File: src/design/rv_pkg.sv
`default_nettype none

package rv_pkg;

  localparam int XLEN = 32;

  typedef logic [XLEN-1:0] word_t;
  typedef logic [4:0] reg_addr_t;

  // major opcodes, insn[6:0]
  typedef enum logic [6:0] {
    op_load    = 7'b0000011,
    op_store   = 7'b0100011,
    op_branch  = 7'b1100011,
    op_jalr    = 7'b1100111,
    op_jal     = 7'b1101111,
    op_reg_imm = 7'b0010011,
    op_reg_reg = 7'b0110011,
    op_environ = 7'b1110011,
    op_auipc   = 7'b0010111,
    op_lui     = 7'b0110111
  } opcode_e;

  // one-hot writeback status, bits 4 and 5 stay spare
  typedef enum logic [5:0] {
    cycle_invalid      = 6'd0,
    cycle_reset        = 6'd1,
    cycle_no_stall     = 6'd2,
    cycle_taken_branch = 6'd4,
    cycle_load2use     = 6'd8
  } cycle_status_e;

  // where an execute operand comes from
  typedef enum logic [1:0] {
    fwd_regfile_val,
    fwd_from_mem,
    fwd_from_wb
  } fwd_sel_e;

  function automatic logic writes_rd(opcode_e op);
    case (op)
      op_load, op_jalr, op_jal, op_reg_imm, op_reg_reg, op_auipc, op_lui: return 1'b1;
      default: return 1'b0;
    endcase
  endfunction

  function automatic logic reads_rs1(opcode_e op);
    case (op)
      op_load, op_store, op_branch, op_jalr, op_reg_imm, op_reg_reg: return 1'b1;
      default: return 1'b0;
    endcase
  endfunction

  function automatic logic reads_rs2(opcode_e op);
    case (op)
      op_store, op_branch, op_reg_reg: return 1'b1;
      default: return 1'b0;
    endcase
  endfunction

endpackage

`default_nettype wire

File: src/design/rv_core.sv
`timescale 1ns/1ps
`default_nettype none

module rv_core #(
  parameter rv_pkg::word_t RESET_PC = 32'h0000_0000
) (
  input  wire                   clk,
  input  wire                   rst,
  output rv_pkg::word_t         pc_to_imem,
  input  wire rv_pkg::word_t    insn_from_imem,
  output rv_pkg::word_t         addr_to_dmem,
  input  wire rv_pkg::word_t    load_data_from_dmem,
  output rv_pkg::word_t         store_data_to_dmem,
  output logic [3:0]            store_we_to_dmem,
  output logic                  halt,
  output rv_pkg::word_t         trace_writeback_pc,
  output rv_pkg::word_t         trace_writeback_insn,
  output rv_pkg::cycle_status_e trace_writeback_cycle_status,
  output logic                  trace_rd_we,
  output rv_pkg::reg_addr_t     trace_rd,
  output rv_pkg::word_t         trace_rd_data
);
  import rv_pkg::*;

  word_t f_pc;

  word_t d_pc;
  word_t d_insn;
  cycle_status_e d_status;
  opcode_e d_opcode;
  reg_addr_t d_rs1;
  reg_addr_t d_rs2;
  word_t rf_rs1_data;
  word_t rf_rs2_data;

  word_t x_pc;
  word_t x_insn;
  opcode_e x_opcode;
  cycle_status_e x_status;
  word_t x_rs1_data;
  word_t x_rs2_data;
  word_t x_result;
  word_t x_store_data;
  word_t x_mem_addr;
  logic branch_taken;
  word_t next_pc;

  word_t m_pc;
  word_t m_insn;
  opcode_e m_opcode;
  cycle_status_e m_status;
  word_t m_result;
  word_t m_addr;
  word_t m_store_data;
  word_t m_final;

  word_t w_pc;
  word_t w_insn;
  opcode_e w_opcode;
  cycle_status_e w_status;
  word_t w_result;
  reg_addr_t w_rd;
  logic w_valid;
  logic rf_we;

  fwd_sel_e fwd_rs1;
  fwd_sel_e fwd_rs2;
  logic wd_bypass_rs1;
  logic wd_bypass_rs2;
  logic wm_bypass_store;
  logic load_use_stall;
  logic flush;

  // a branch held by a load-use stall sees stale operands, so it waits
  assign flush = branch_taken && !load_use_stall;

  // fetch
  assign pc_to_imem = f_pc;

  always_ff @(posedge clk) begin
    if (rst) begin
      f_pc <= RESET_PC;
    end else if (!load_use_stall) begin
      f_pc <= next_pc;
    end
  end

  // decode
  always_ff @(posedge clk) begin
    if (rst || flush) begin
      d_pc <= '0;
      d_insn <= '0;
      d_status <= rst ? cycle_reset : cycle_taken_branch;
    end else if (!load_use_stall) begin
      d_pc <= f_pc;
      d_insn <= insn_from_imem;
      d_status <= cycle_no_stall;
    end
  end

  assign d_opcode = opcode_e'(d_insn[6:0]);
  assign d_rs1 = d_insn[19:15];
  assign d_rs2 = d_insn[24:20];

  // execute
  always_ff @(posedge clk) begin
    if (rst || flush) begin
      x_pc <= '0;
      x_insn <= '0;
      x_opcode <= opcode_e'(7'd0);
      x_status <= rst ? cycle_reset : cycle_taken_branch;
      x_rs1_data <= '0;
      x_rs2_data <= '0;
    end else if (load_use_stall) begin
      // the writeback producer retires during the stall, keep its value
      if (fwd_rs1 == fwd_from_wb) begin
        x_rs1_data <= w_result;
      end
      if (fwd_rs2 == fwd_from_wb) begin
        x_rs2_data <= w_result;
      end
    end else begin
      x_pc <= d_pc;
      x_insn <= d_insn;
      x_opcode <= d_opcode;
      x_status <= d_status;
      x_rs1_data <= wd_bypass_rs1 ? w_result : rf_rs1_data;
      x_rs2_data <= wd_bypass_rs2 ? w_result : rf_rs2_data;
    end
  end

  // memory, takes the load2use bubble
  always_ff @(posedge clk) begin
    if (rst || load_use_stall) begin
      m_pc <= '0;
      m_insn <= '0;
      m_opcode <= opcode_e'(7'd0);
      m_status <= rst ? cycle_reset : cycle_load2use;
      m_result <= '0;
      m_addr <= '0;
      m_store_data <= '0;
    end else begin
      m_pc <= x_pc;
      m_insn <= x_insn;
      m_opcode <= x_opcode;
      m_status <= x_status;
      m_result <= x_result;
      m_addr <= x_mem_addr;
      m_store_data <= x_store_data;
    end
  end

  // writeback
  always_ff @(posedge clk) begin
    if (rst) begin
      w_pc <= '0;
      w_insn <= '0;
      w_opcode <= opcode_e'(7'd0);
      w_status <= cycle_reset;
      w_result <= '0;
    end else begin
      w_pc <= m_pc;
      w_insn <= m_insn;
      w_opcode <= m_opcode;
      w_status <= m_status;
      w_result <= m_final;
    end
  end

  assign w_rd = w_insn[11:7];
  assign w_valid = (w_status == cycle_no_stall);
  assign rf_we = w_valid && writes_rd(w_opcode) && (w_rd != 5'd0);

  // ecall with every other bit clear
  assign halt = w_valid && (w_insn == 32'h0000_0073);

  assign trace_writeback_pc = w_pc;
  assign trace_writeback_insn = w_insn;
  assign trace_writeback_cycle_status = w_status;
  assign trace_rd_we = rf_we;
  assign trace_rd = w_rd;
  assign trace_rd_data = w_result;

  rv_regfile regfile_i (
    .clk      (clk),
    .rst      (rst),
    .rs1      (d_rs1),
    .rs2      (d_rs2),
    .rs1_data (rf_rs1_data),
    .rs2_data (rf_rs2_data),
    .we       (rf_we),
    .rd       (w_rd),
    .rd_data  (w_result)
  );

  rv_hazard_unit hazard_i (
    .clk             (clk),
    .d_opcode        (d_opcode),
    .d_rs1           (d_rs1),
    .d_rs2           (d_rs2),
    .x_opcode        (x_opcode),
    .x_rs1           (x_insn[19:15]),
    .x_rs2           (x_insn[24:20]),
    .m_opcode        (m_opcode),
    .m_rd            (m_insn[11:7]),
    .m_rs2           (m_insn[24:20]),
    .w_opcode        (w_opcode),
    .w_rd            (w_rd),
    .w_valid         (w_valid),
    .fwd_rs1         (fwd_rs1),
    .fwd_rs2         (fwd_rs2),
    .wd_bypass_rs1   (wd_bypass_rs1),
    .wd_bypass_rs2   (wd_bypass_rs2),
    .wm_bypass_store (wm_bypass_store),
    .load_use_stall  (load_use_stall)
  );

  rv_execute execute_i (
    .pc           (x_pc),
    .insn         (x_insn),
    .opcode       (x_opcode),
    .fwd_rs1      (fwd_rs1),
    .fwd_rs2      (fwd_rs2),
    .rs1_data     (x_rs1_data),
    .rs2_data     (x_rs2_data),
    .m_result     (m_final),
    .w_result     (w_result),
    .fetch_pc     (f_pc),
    .result       (x_result),
    .store_data   (x_store_data),
    .mem_addr     (x_mem_addr),
    .branch_taken (branch_taken),
    .next_pc      (next_pc)
  );

  rv_mem_stage mem_stage_i (
    .clk             (clk),
    .opcode          (m_opcode),
    .funct3          (m_insn[14:12]),
    .addr            (m_addr),
    .store_data      (m_store_data),
    .wm_bypass_store (wm_bypass_store),
    .w_result        (w_result),
    .alu_result      (m_result),
    .load_data       (load_data_from_dmem),
    .dmem_addr       (addr_to_dmem),
    .dmem_wdata      (store_data_to_dmem),
    .dmem_we         (store_we_to_dmem),
    .result          (m_final)
  );

endmodule

`default_nettype wire

File: src/design/rv_execute.sv
`timescale 1ns/1ps
`default_nettype none

module rv_execute (
  input  wire rv_pkg::word_t    pc,
  input  wire rv_pkg::word_t    insn,
  input  wire rv_pkg::opcode_e  opcode,
  input  wire rv_pkg::fwd_sel_e fwd_rs1,
  input  wire rv_pkg::fwd_sel_e fwd_rs2,
  input  wire rv_pkg::word_t    rs1_data,
  input  wire rv_pkg::word_t    rs2_data,
  input  wire rv_pkg::word_t    m_result,
  input  wire rv_pkg::word_t    w_result,
  input  wire rv_pkg::word_t    fetch_pc,
  output rv_pkg::word_t         result,
  output rv_pkg::word_t         store_data,
  output rv_pkg::word_t         mem_addr,
  output logic                  branch_taken,
  output rv_pkg::word_t         next_pc
);
  import rv_pkg::*;

  logic [2:0] funct3;
  word_t op_a;
  word_t op_b;
  word_t alu_b;
  word_t alu_out;
  word_t imm_i;
  word_t imm_s;
  word_t imm_b;
  word_t imm_u;
  word_t imm_j;
  word_t target;
  logic [4:0] shamt;
  logic cond;

  function automatic word_t pick(fwd_sel_e sel, word_t rf_val, word_t m_val, word_t w_val);
    case (sel)
      fwd_from_mem: return m_val;
      fwd_from_wb:  return w_val;
      default:      return rf_val;
    endcase
  endfunction

  assign funct3 = insn[14:12];
  assign op_a = pick(fwd_rs1, rs1_data, m_result, w_result);
  assign op_b = pick(fwd_rs2, rs2_data, m_result, w_result);

  assign imm_i = {{20{insn[31]}}, insn[31:20]};
  assign imm_s = {{20{insn[31]}}, insn[31:25], insn[11:7]};
  assign imm_b = {{20{insn[31]}}, insn[7], insn[30:25], insn[11:8], 1'b0};
  assign imm_u = {insn[31:12], 12'b0};
  assign imm_j = {{12{insn[31]}}, insn[19:12], insn[20], insn[30:21], 1'b0};

  assign alu_b = (opcode == op_reg_reg) ? op_b : imm_i;
  assign shamt = alu_b[4:0];

  always_comb begin
    case (funct3)
      3'b000: begin
        // insn[30] is an immediate bit for addi, so only reg-reg subtracts
        if ((opcode == op_reg_reg) && insn[30]) begin
          alu_out = op_a - alu_b;
        end else begin
          alu_out = op_a + alu_b;
        end
      end
      3'b001: alu_out = op_a << shamt;
      3'b010: alu_out = ($signed(op_a) < $signed(alu_b)) ? 32'd1 : 32'd0;
      3'b011: alu_out = (op_a < alu_b) ? 32'd1 : 32'd0;
      3'b100: alu_out = op_a ^ alu_b;
      3'b101: alu_out = insn[30] ? word_t'($signed(op_a) >>> shamt) : op_a >> shamt;
      3'b110: alu_out = op_a | alu_b;
      default: alu_out = op_a & alu_b;
    endcase
  end

  always_comb begin
    case (opcode)
      op_lui:          result = imm_u;
      op_auipc:        result = pc + imm_u;
      op_jal, op_jalr: result = pc + 32'd4;
      default:         result = alu_out;
    endcase
  end

  // branch condition
  always_comb begin
    case (funct3)
      3'b000: cond = (op_a == op_b);
      3'b001: cond = (op_a != op_b);
      3'b100: cond = ($signed(op_a) < $signed(op_b));
      3'b101: cond = ($signed(op_a) >= $signed(op_b));
      3'b110: cond = (op_a < op_b);
      3'b111: cond = (op_a >= op_b);
      default: cond = 1'b0;
    endcase
  end

  always_comb begin
    case (opcode)
      op_jal:  target = pc + imm_j;
      op_jalr: target = (op_a + imm_i) & ~32'd1;
      default: target = pc + imm_b;
    endcase
  end

  assign branch_taken = ((opcode == op_branch) && cond) ||
                        (opcode == op_jal) || (opcode == op_jalr);
  assign next_pc = branch_taken ? target : fetch_pc + 32'd4;

  assign mem_addr = op_a + ((opcode == op_store) ? imm_s : imm_i);
  assign store_data = op_b;

endmodule

`default_nettype wire

File: src/design/rv_hazard_unit.sv
`timescale 1ns/1ps
`default_nettype none

module rv_hazard_unit (
  input  wire                    clk,
  input  wire rv_pkg::opcode_e   d_opcode,
  input  wire rv_pkg::reg_addr_t d_rs1,
  input  wire rv_pkg::reg_addr_t d_rs2,
  input  wire rv_pkg::opcode_e   x_opcode,
  input  wire rv_pkg::reg_addr_t x_rs1,
  input  wire rv_pkg::reg_addr_t x_rs2,
  input  wire rv_pkg::opcode_e   m_opcode,
  input  wire rv_pkg::reg_addr_t m_rd,
  input  wire rv_pkg::reg_addr_t m_rs2,
  input  wire rv_pkg::opcode_e   w_opcode,
  input  wire rv_pkg::reg_addr_t w_rd,
  input  wire                    w_valid,
  output rv_pkg::fwd_sel_e       fwd_rs1,
  output rv_pkg::fwd_sel_e       fwd_rs2,
  output logic                   wd_bypass_rs1,
  output logic                   wd_bypass_rs2,
  output logic                   wm_bypass_store,
  output logic                   load_use_stall
);
  import rv_pkg::*;

  logic m_load_hit;
  logic m_fwd_ok;
  logic w_fwd_ok;

  // a load in memory has no data yet, so it never feeds execute directly
  assign m_fwd_ok = writes_rd(m_opcode) && (m_opcode != op_load) && (m_rd != 5'd0);
  assign w_fwd_ok = w_valid && writes_rd(w_opcode) && (w_rd != 5'd0);

  function automatic fwd_sel_e pick_src(logic used, reg_addr_t src, logic m_ok,
                                        reg_addr_t m_dst, logic w_ok, reg_addr_t w_dst);
    if (used && m_ok && (m_dst == src)) begin
      return fwd_from_mem;
    end else if (used && w_ok && (w_dst == src)) begin
      return fwd_from_wb;
    end
    return fwd_regfile_val;
  endfunction

  assign fwd_rs1 = pick_src(reads_rs1(x_opcode), x_rs1, m_fwd_ok, m_rd, w_fwd_ok, w_rd);
  assign fwd_rs2 = pick_src(reads_rs2(x_opcode), x_rs2, m_fwd_ok, m_rd, w_fwd_ok, w_rd);

  // regfile read and write in the same cycle
  assign wd_bypass_rs1 = reads_rs1(d_opcode) && w_fwd_ok && (w_rd == d_rs1);
  assign wd_bypass_rs2 = reads_rs2(d_opcode) && w_fwd_ok && (w_rd == d_rs2);

  assign wm_bypass_store = (m_opcode == op_store) && w_fwd_ok && (w_rd == m_rs2);

  assign m_load_hit = (m_opcode == op_load) && (m_rd != 5'd0);
  assign load_use_stall = m_load_hit &&
                          ((reads_rs1(x_opcode) && (x_rs1 == m_rd)) ||
                           (reads_rs2(x_opcode) && (x_rs2 == m_rd)));

  assert property (@(posedge clk) load_use_stall |-> m_opcode == op_load)
    else $error("load-use stall without a load in memory");

  assert property (@(posedge clk) load_use_stall |-> fwd_rs1 != fwd_from_mem)
    else $error("rs1 bypassed from memory during a load-use stall");

  // the bubble moves the load on, so a stall never lasts two cycles
  assert property (@(posedge clk) load_use_stall |=> !load_use_stall)
    else $error("load-use stall held for more than one cycle");

endmodule

`default_nettype wire

File: src/design/rv_mem_stage.sv
`timescale 1ns/1ps
`default_nettype none

module rv_mem_stage (
  input  wire                   clk,
  input  wire rv_pkg::opcode_e  opcode,
  input  wire [2:0]             funct3,
  input  wire rv_pkg::word_t    addr,
  input  wire rv_pkg::word_t    store_data,
  input  wire                   wm_bypass_store,
  input  wire rv_pkg::word_t    w_result,
  input  wire rv_pkg::word_t    alu_result,
  input  wire rv_pkg::word_t    load_data,
  output rv_pkg::word_t         dmem_addr,
  output rv_pkg::word_t         dmem_wdata,
  output logic [3:0]            dmem_we,
  output rv_pkg::word_t         result
);
  import rv_pkg::*;

  logic [1:0] offset;
  logic [4:0] lane_shift;
  word_t wdata_src;
  word_t load_shifted;
  word_t load_val;

  assign offset = addr[1:0];
  assign lane_shift = {offset, 3'b000};
  assign dmem_addr = {addr[XLEN-1:2], 2'b00};

  // store data may come from the instruction now retiring
  assign wdata_src = wm_bypass_store ? w_result : store_data;

  always_comb begin
    dmem_wdata = '0;
    dmem_we = 4'b0000;
    if (opcode == op_store) begin
      case (funct3[1:0])
        2'b00: begin
          dmem_wdata = {24'b0, wdata_src[7:0]} << lane_shift;
          dmem_we = 4'b0001 << offset;
        end
        2'b01: begin
          dmem_wdata = {16'b0, wdata_src[15:0]} << lane_shift;
          dmem_we = offset[1] ? 4'b1100 : 4'b0011;
        end
        default: begin
          dmem_wdata = wdata_src;
          dmem_we = 4'b1111;
        end
      endcase
    end
  end

  // addressed byte or halfword moved down to bit 0
  assign load_shifted = load_data >> lane_shift;

  always_comb begin
    case (funct3)
      3'b000: load_val = {{24{load_shifted[7]}}, load_shifted[7:0]};
      3'b001: load_val = {{16{load_shifted[15]}}, load_shifted[15:0]};
      3'b100: load_val = {24'b0, load_shifted[7:0]};
      3'b101: load_val = {16'b0, load_shifted[15:0]};
      default: load_val = load_data;
    endcase
  end

  assign result = (opcode == op_load) ? load_val : alu_result;

  assert property (@(posedge clk)
    ((opcode == op_load) || (opcode == op_store)) |->
      ((funct3[1:0] == 2'b00) ||
       ((funct3[1:0] == 2'b01) && !addr[0]) ||
       (addr[1:0] == 2'b00)))
    else $error("misaligned data access at %h", addr);

endmodule

`default_nettype wire

File: src/design/rv_regfile.sv
`timescale 1ns/1ps
`default_nettype none

module rv_regfile (
  input  wire                clk,
  input  wire                rst,
  input  wire rv_pkg::reg_addr_t rs1,
  input  wire rv_pkg::reg_addr_t rs2,
  output rv_pkg::word_t      rs1_data,
  output rv_pkg::word_t      rs2_data,
  input  wire                we,
  input  wire rv_pkg::reg_addr_t rd,
  input  wire rv_pkg::word_t rd_data
);
  import rv_pkg::*;

  // x1..x31, x0 is hardwired
  word_t regs [1:31];

  assign rs1_data = (rs1 == 5'd0) ? '0 : regs[rs1];
  assign rs2_data = (rs2 == 5'd0) ? '0 : regs[rs2];

  always_ff @(posedge clk) begin
    if (rst) begin
      for (int i = 1; i < 32; i++) begin
        regs[i] <= '0;
      end
    end else if (we && (rd != 5'd0)) begin
      regs[rd] <= rd_data;
    end
  end

  // writeback must stay quiet while the pipeline is being reset
  assert property (@(posedge clk) rst |-> !we)
    else $error("regfile write enabled during reset");

endmodule

`default_nettype wire

File: config.mk
export PLATFORM = sky130hd
export DESIGN_NAME = rv_core
export DESIGN_NICKNAME = d
export VERILOG_FILES = /design/src/design/rv_pkg.sv /design/src/design/rv_core.sv /design/src/design/rv_execute.sv /design/src/design/rv_hazard_unit.sv /design/src/design/rv_mem_stage.sv /design/src/design/rv_regfile.sv
export SDC_FILE = /design/constraint.sdc
export NUM_CORES = 2
export LEC_CHECK = 0
export BUFFER_PORTS_ARGS = -buffer_cell sky130_fd_sc_hd__buf_4
export CAP_MARGIN = 25
export CELL_PAD_IN_SITES_DETAIL_PLACEMENT = 1
export CELL_PAD_IN_SITES_GLOBAL_PLACEMENT = 1
export CORE_MARGIN = 2
export CORE_UTILIZATION = 50
export CTS_CLUSTER_DIAMETER = 80
export DETAILED_ROUTE_END_ITERATION = 10
export PLACE_DENSITY_LB_ADDON = 0.05
export SKIP_CTS_REPAIR_TIMING = 1
export SLEW_MARGIN = 20
export SYNTH_ARGS = -nofsm -noshare
export SYNTH_HDL_FRONTEND = slang
export SYNTH_SLANG_ARGS = --single-unit
File: constraint.sdc
create_clock -name clk -period 11 [get_ports clk]
set_input_delay 0.55 -clock clk [delete_from_list [all_inputs] [get_ports clk]]
set_output_delay 0.55 -clock clk [all_outputs]
set_load 0.02 [all_outputs]
## Word level (Yosys, flattened, before mapping)

Memories as Yosys holds them, arrays and structs flattened. A register that Yosys moved wholly into a read port is not among the register bits.
Index checks and enable logic that the tools add are counted.

- Register bits after elaboration: 525
- RAM bits: 992
- Memories: 1
- Logic and storage cells: 222
- Output and inout bits: 209
- Input bits: 66

Memories:

| memory | depth | width | rd ports | clocked after memory_dff | wr ports | line | text |
|---|---|---|---|---|---|---|---|
| regfile_i.regs | 31 | 32 | 2 | 2 | 31 | rv_regfile.sv:18 | `word_t regs [1:31];` |

- Mux-type cells: 64
- Equality and inequality tests: 62
- Bitwise operators: 3
- Shifts and indexed selects: 7
- Add/subtract/negate cells: 9
- Order comparisons: 6
- Reductions and logical operators: 48

Operators with widths:

| cell | number |
|---|---|
| $mux 32 | 16 |
| $pmux 32 s2 | 4 |
| $pmux 32 s7 | 1 |
| $add 32x32->32 | 6 |
| $lt 32x32->1 | 4 |
| $pmux 32 s4 | 1 |
| $pmux 32 s3 | 1 |
| $eq 7x6->1 const B | 10 |
| $add 32x3->32 const B | 2 |
| $ge 32x32->1 | 2 |
| $eq 7x7->1 const B | 9 |
| $eq 7x5->1 const B | 7 |
| $eq 5x5->1 | 9 |
| $and 32x32->32 | 1 |
| $eq 32x32->1 | 1 |
| $eq 32x7->1 const B | 1 |
| $ne 32x32->1 | 1 |
| $or 32x32->32 | 1 |
| $reduce_or 32->1 | 1 |
| $shl 16x5->32 | 1 |
| $shl 32x5->32 | 1 |
| $shl 8x5->32 | 1 |
| $shr 32x5->16 | 1 |
| $shr 32x5->32 | 1 |
| 32 further kinds | 116 |

## Logic depth before layout (Yosys ltp)

- Word-level depth: 20
- Depth in mapped cells: 29
- Mapped depth without buffers: 23

## Hierarchy

From an unflattened synthesis, not the netlist that was laid out.

- Cells, all modules: 8,585
- Area total of the unflattened synthesis: 92,147.1 um^2

By module, submodules not included:

| module | cells an instance | times used | area each (um^2) | seq. area each (um^2) |
|---|---|---|---|---|
| rv_regfile | 3,765 | 1 | 54,629.9 | 30,749.5 |
| rv_execute | 2,932 | 1 | 18,233.7 | 0.0 |
| rv_core | 1,474 | 1 | 16,470.8 | 9,949.5 |
| rv_mem_stage | 325 | 1 | 2,110.8 | 0.0 |
| rv_hazard_unit | 89 | 1 | 701.9 | 0.0 |

## Worst setup path after synthesis

No wires, ideal clock.

- Path kind: reg-to-reg
- Start point: reg w_insn[7], in the netlist trace_writeback_insn[7]
- End point: reg x_status[2] (data pin)
- Setup time: 0.254 ns
- Buffers on the path: 8
- Cell stages (with the launch flop): 30
- Data required time: 10.746 ns
- Clock period less this slack: 5.815 ns
- Arrival: 5.561 ns
- Path slack: 5.185 ns
- Cell sequence: dfxtp_1 -> buf_4 -> or2_1 -> buf_2 -> or4_4 -> o211ai_4 -> inv_6 -> buf_6 -> nand2_2 -> clkbuf_1 -> clkbuf_1 -> nand2_1 -> nand3_1 -> o21ai_0 -> ha_1 -> a21oi_1 -> nor2b_1 -> o21ai_0 -> nand2_1 -> o311ai_1 -> and2_1 -> mux2_2 -> and3_1 -> clkbuf_1 -> or2_2 -> clkbuf_1 -> clkbuf_1 -> nand2_1 -> inv_1 -> a21o_1

- Word-level cells in the longest chain between the ends: 17
- Elaborated cells on any way between the ends: 33
- Classes of those cells: order compare: 4; eq/ne: 8; mux: 10; reduce/logical: 11

Ends and longest elaborated chain:

| what | line | text |
|---|---|---|
| start, declared | rv_core.sv:58 | `word_t w_insn;` |
| start signal, assigned | rv_core.sv:163 | `w_insn <= m_insn;` |
| $reduce_bool 5->1 | rv_hazard_unit.sv:33 | `assign w_fwd_ok = w_valid && writes_rd(w_opcode) && (w_rd != 5'd0);` |
| $logic_and 1x1->1 | rv_hazard_unit.sv:33 |  |
| $logic_and 1x1->1 (2 in series) | rv_hazard_unit.sv:39 | `end else if (used && w_ok && (w_dst == src)) begin` |
| $mux 1 | rv_hazard_unit.sv:39 |  |
| $mux 1 | rv_hazard_unit.sv:37 | `if (used && m_ok && (m_dst == src)) begin` |
| $mux 2 | rv_hazard_unit.sv:42 | `return fwd_regfile_val;` |
| $eq 2x2->1 or $eq 2x1->1 (tied branches) | rv_execute.sv:38 | `case (sel)` |
| $pmux 32 s2 | rv_execute.sv:38 |  |
| $ge 32x32->1 (tied with other cells) | rv_execute.sv:95 | `3'b111: cond = (op_a >= op_b);` |
| $pmux 1 s6 * | rv_execute.sv:89 | `case (funct3)` |
| $logic_and 1x1->1 * | rv_execute.sv:108 | `assign branch_taken = ((opcode == op_branch) && cond) \|\|` |
| $logic_or 1x1->1 * | rv_execute.sv:108 |  |
| $logic_or 1x1->1 * | rv_execute.sv:109 | `(opcode == op_jal) \|\| (opcode == op_jalr);` |
| $logic_and 1x1->1 * | rv_core.sv:75 | `assign flush = branch_taken && !load_use_stall;` |
| $logic_or 1x1->1 * | rv_core.sv:107 | `if (rst \|\| flush) begin` |
| $mux 6 * | rv_core.sv:107 |  |
| end signal, assigned | rv_core.sv:111 | `x_status <= rst ? cycle_reset : cycle_taken_branch;` |
| end signal, assigned | rv_core.sv:126 | `x_status <= d_status;` |
| end, declared | rv_core.sv:39 | `cycle_status_e x_status;` |

Every way passes the cells marked *; elsewhere a longest branch is shown, timed or not.
A chain may end at the register's enable or synchronous reset.

==> reports/metrics.cfg <==
[outcome]
status=complete, but fails checks
failed_checks=negative hold slack

[synth]
synth_seq_cells=1528
syn_area_mm2=0.0912
synthArstFlopShare=0
synth.top_cell.area_share=0.339
ys_top_cells_by_count=edfxtp_1 (1030), and2_1 (1026), mux4_2 (643)
synth_ff_type=edfxtp_1
seq_area_frac_synth=0.448
synth.avg_cell_area_um2=11.0
synth_edf_count=1030
ys_warn_count=0
synth_most_common_cell=edfxtp_1
synth_area_leader_cell=edfxtp_1
ys_top_cells_by_area=edfxtp_1 (34%), mux4_2 (16%), dfxtp_1 (11%)
synth_cells=8291
yosysUniqueCellTypes=112

[timing]
tightest_slew_ns=1.29
finalCritPeriodShare=0.769
achievable-frequency_mhz=118
finalWorstSetupSlack_ns=2.54
period_needed_ns=8.46
rsz0062_at_grt=no
timing.slew.headroom=0.135
finalSetupViolCount=0
whs_ns=-0.0261
drv_slew=0
finClkSkew_ns=0.0699
hold_violations=2
fin_tns_setup_ns=0

[cells_and_area]
multi_input_area_mm2=0.0471
utilization=0.560
num-fill-cells=18600
stdcell_count=10800
areaGrowthSynthToFinish_pct=11.1
drive_gt1_frac=0.197
finalInstanceArea_mm2=0.101
nets=8527
seq_area_mm2=0.0409

[setup_path]
cp-start-kind=flip-flop
timing_worst_setup_path_type=flip-flop to flip-flop
cp_max_fo=122
crit_required_ns=11.73
end_kind=flip-flop
arrival_ns=9.19

[floorplan]
start_util=0.504
ios=275
core_mm2=0.181
fp.dieH_um=431
die_w_um=431
placementRows=156
die_area_mm2=0.186

[global_routing]
grt-ovfl-total=0
grt_util_all_layers=0.457
grt_pass1_vias=77300
grt_pass1_wl_mm=599
antenna_found_initial=44
grt_start_max_net_pins=123

[placement]
portBuffers=270
placedInstanceArea_mm2=0.0955
numPlacedInstances=10400
dpl_worst_slack_ns=2.90
gp_congestion=1.12
hpwlAfterDp_mm=286

[pwr]
p_clk_frac=0.396
seqPwrFrac=0.447
p_leak_nw=37.3
internal_power_mw=10.3
vdd_drop_max_mv=0.164
power.density_mw_per_mm2=144
power_mw=14.6
netSwitchingFraction=0.295
pwr-share-comb=0.157
power_switching_mw=4.31

[drt]
dr.pass1.iters=8
num_vias=77400
drcViolationCount=0
drt_iter0_drc=11900
drt-wirelength-per-cell_um=40.2
via_per_inst=7.19
drt_wl_total_mm=433
ant_nets=0

[clocking]
root_buffer=clkbuf_16
path_clk_slew_ns=0.06
clock-sinks=1528
cts_tree=done
clock_latency_ns=0.86
clock_path_buffers=3
htree_levels=4
cts_buffers=170

[job]
cap_violations=0

[hold_path]
hold_path_class=input port to flip-flop

## worst paths after layout
| path | from | endpoint | slack (ns) | depth (start not counted) |
|---|---|---|---|---|
| worst max register to register | trace_writeback_insn[7] | flip-flop | 2.54 | 22 |
| worst min-delay path | insn_from_imem[3] | d_insn[3] | -0.03 | 3 |
| worst min register to register | m_status[0] | trace_writeback_cycle_status[0] | 0.42 | 1 |
| worst max-delay path | trace_writeback_insn[7] | flip-flop | 2.54 | 22 |
## state kept, by name, summed over array words and instances (netlist names), 4 cells and up, named ones only
register                      count
m_result                         32
trace_rd_data                    32
pc_to_imem                       32
m_store_data                     32
x_rs2_data                       32
m_insn                           32
d_insn                           32
d_pc                             32
x_insn                           32
trace_writeback_insn             32
m_pc                             32
trace_writeback_pc               32
x_pc                             32
m_addr                           32
x_rs1_data                       32
m_status                          4
regfile_i.regs                 1024
trace_writeback_cycle_status      4
## routing by layer
metal,wire length (um),up-vias,global-route usage,part of all wire
li1,-,30600,-,-
met1,160000,39500,0.605,0.37
met2,184000,5980,0.660,0.42
met3,58800,1343,0.148,0.14
met4,29800,32,0.262,0.069
met5,184,-,0,0.00043
## power groups by stage
stage	Clock [mW]	Sequential, mW	Combinational [mW]
final	5.78	6.52	2.29
after global routing	5.98	6.53	2.33
after CTS	5.78	6.51	2.17
after detailed placement	0	6.62	2.16
after global placement	0	6.59	2.13
after floorplan	0	6.54	1.28
## critical path: stages, from the launching register on
cell      delay (ns)
dfxtp_1         0.45
or2_1           0.30
or4_4           0.46
o211ai_4        0.09
buf_4           0.49
inv_6           0.33
nand2_2         0.67
mux2_2          0.41
a21oi_1         0.66
ha_1            0.37
and2_1          0.17
a221o_1         0.30
nand2_1         0.07
nand2_1         0.14
o311ai_1        0.47
and2_1          0.26
mux2_2          0.34
and3_1          0.38
or2_2           0.38
nand2_1         0.18
nand2_4         0.45
buf_12          0.48
a21oi_1         0.31
## placed cells by master (no fill, tap or decap), types with 39 or more instances in the layout
| cell | instances |
|---|---|
| a211oi_1 | 94 |
| nor2_1 | 532 |
| a31oi_1 | 45 |
| xor2_1 | 68 |
| o221ai_1 | 47 |
| nand4_1 | 39 |
| inv_1 | 143 |
| nand3_1 | 207 |
| nor2b_1 | 82 |
| dfxtp_1 | 478 |
| a21o_1 | 58 |
| o22ai_1 | 53 |
| nor2_2 | 39 |
| o211ai_1 | 69 |
| clkbuf_16 | 172 |
| buf_4 | 517 |
| nand2_1 | 605 |
| ha_1 | 215 |
| and2_1 | 1025 |
| o21ai_0 | 400 |
| mux2i_1 | 142 |
| and3_1 | 109 |
| edfxtp_1 | 1030 |
| xnor2_1 | 93 |
| nand2b_1 | 63 |
| nor3_1 | 83 |
| a21oi_1 | 506 |
| clkbuf_1 | 42 |
| mux4_2 | 643 |
## cell families after synthesis
| kind of cell | after synthesis | synth area share |
|---|---|---|
| XOR/XNOR | 161 | 0.0155 |
| flip-flops | 1528 | 0.448 |
| adder cells (fa/ha/maj) | 221 | 0.0308 |
| buffers and inverters | 950 | 0.0434 |
| multiplexers | 823 | 0.179 |
| other | 1 | 0.0000411 |
| AND/OR/NAND/NOR | 2927 | 0.167 |
| AO/OA/AOI/OAI | 1680 | 0.116 |
## final cells by class
type	count	share of cell area
Inverter	152	0.00573
Multi-Input combinational cell	5848	0.465
Tap cell	2370	0.0293
Clock inverter	80	0.00816
Clock buffer	234	0.0467
Sequential cell	1528	0.404
Antenna cell	13	0.000321
Timing Repair Buffer	540	0.0408
Power figures use the tool's default switching activity.
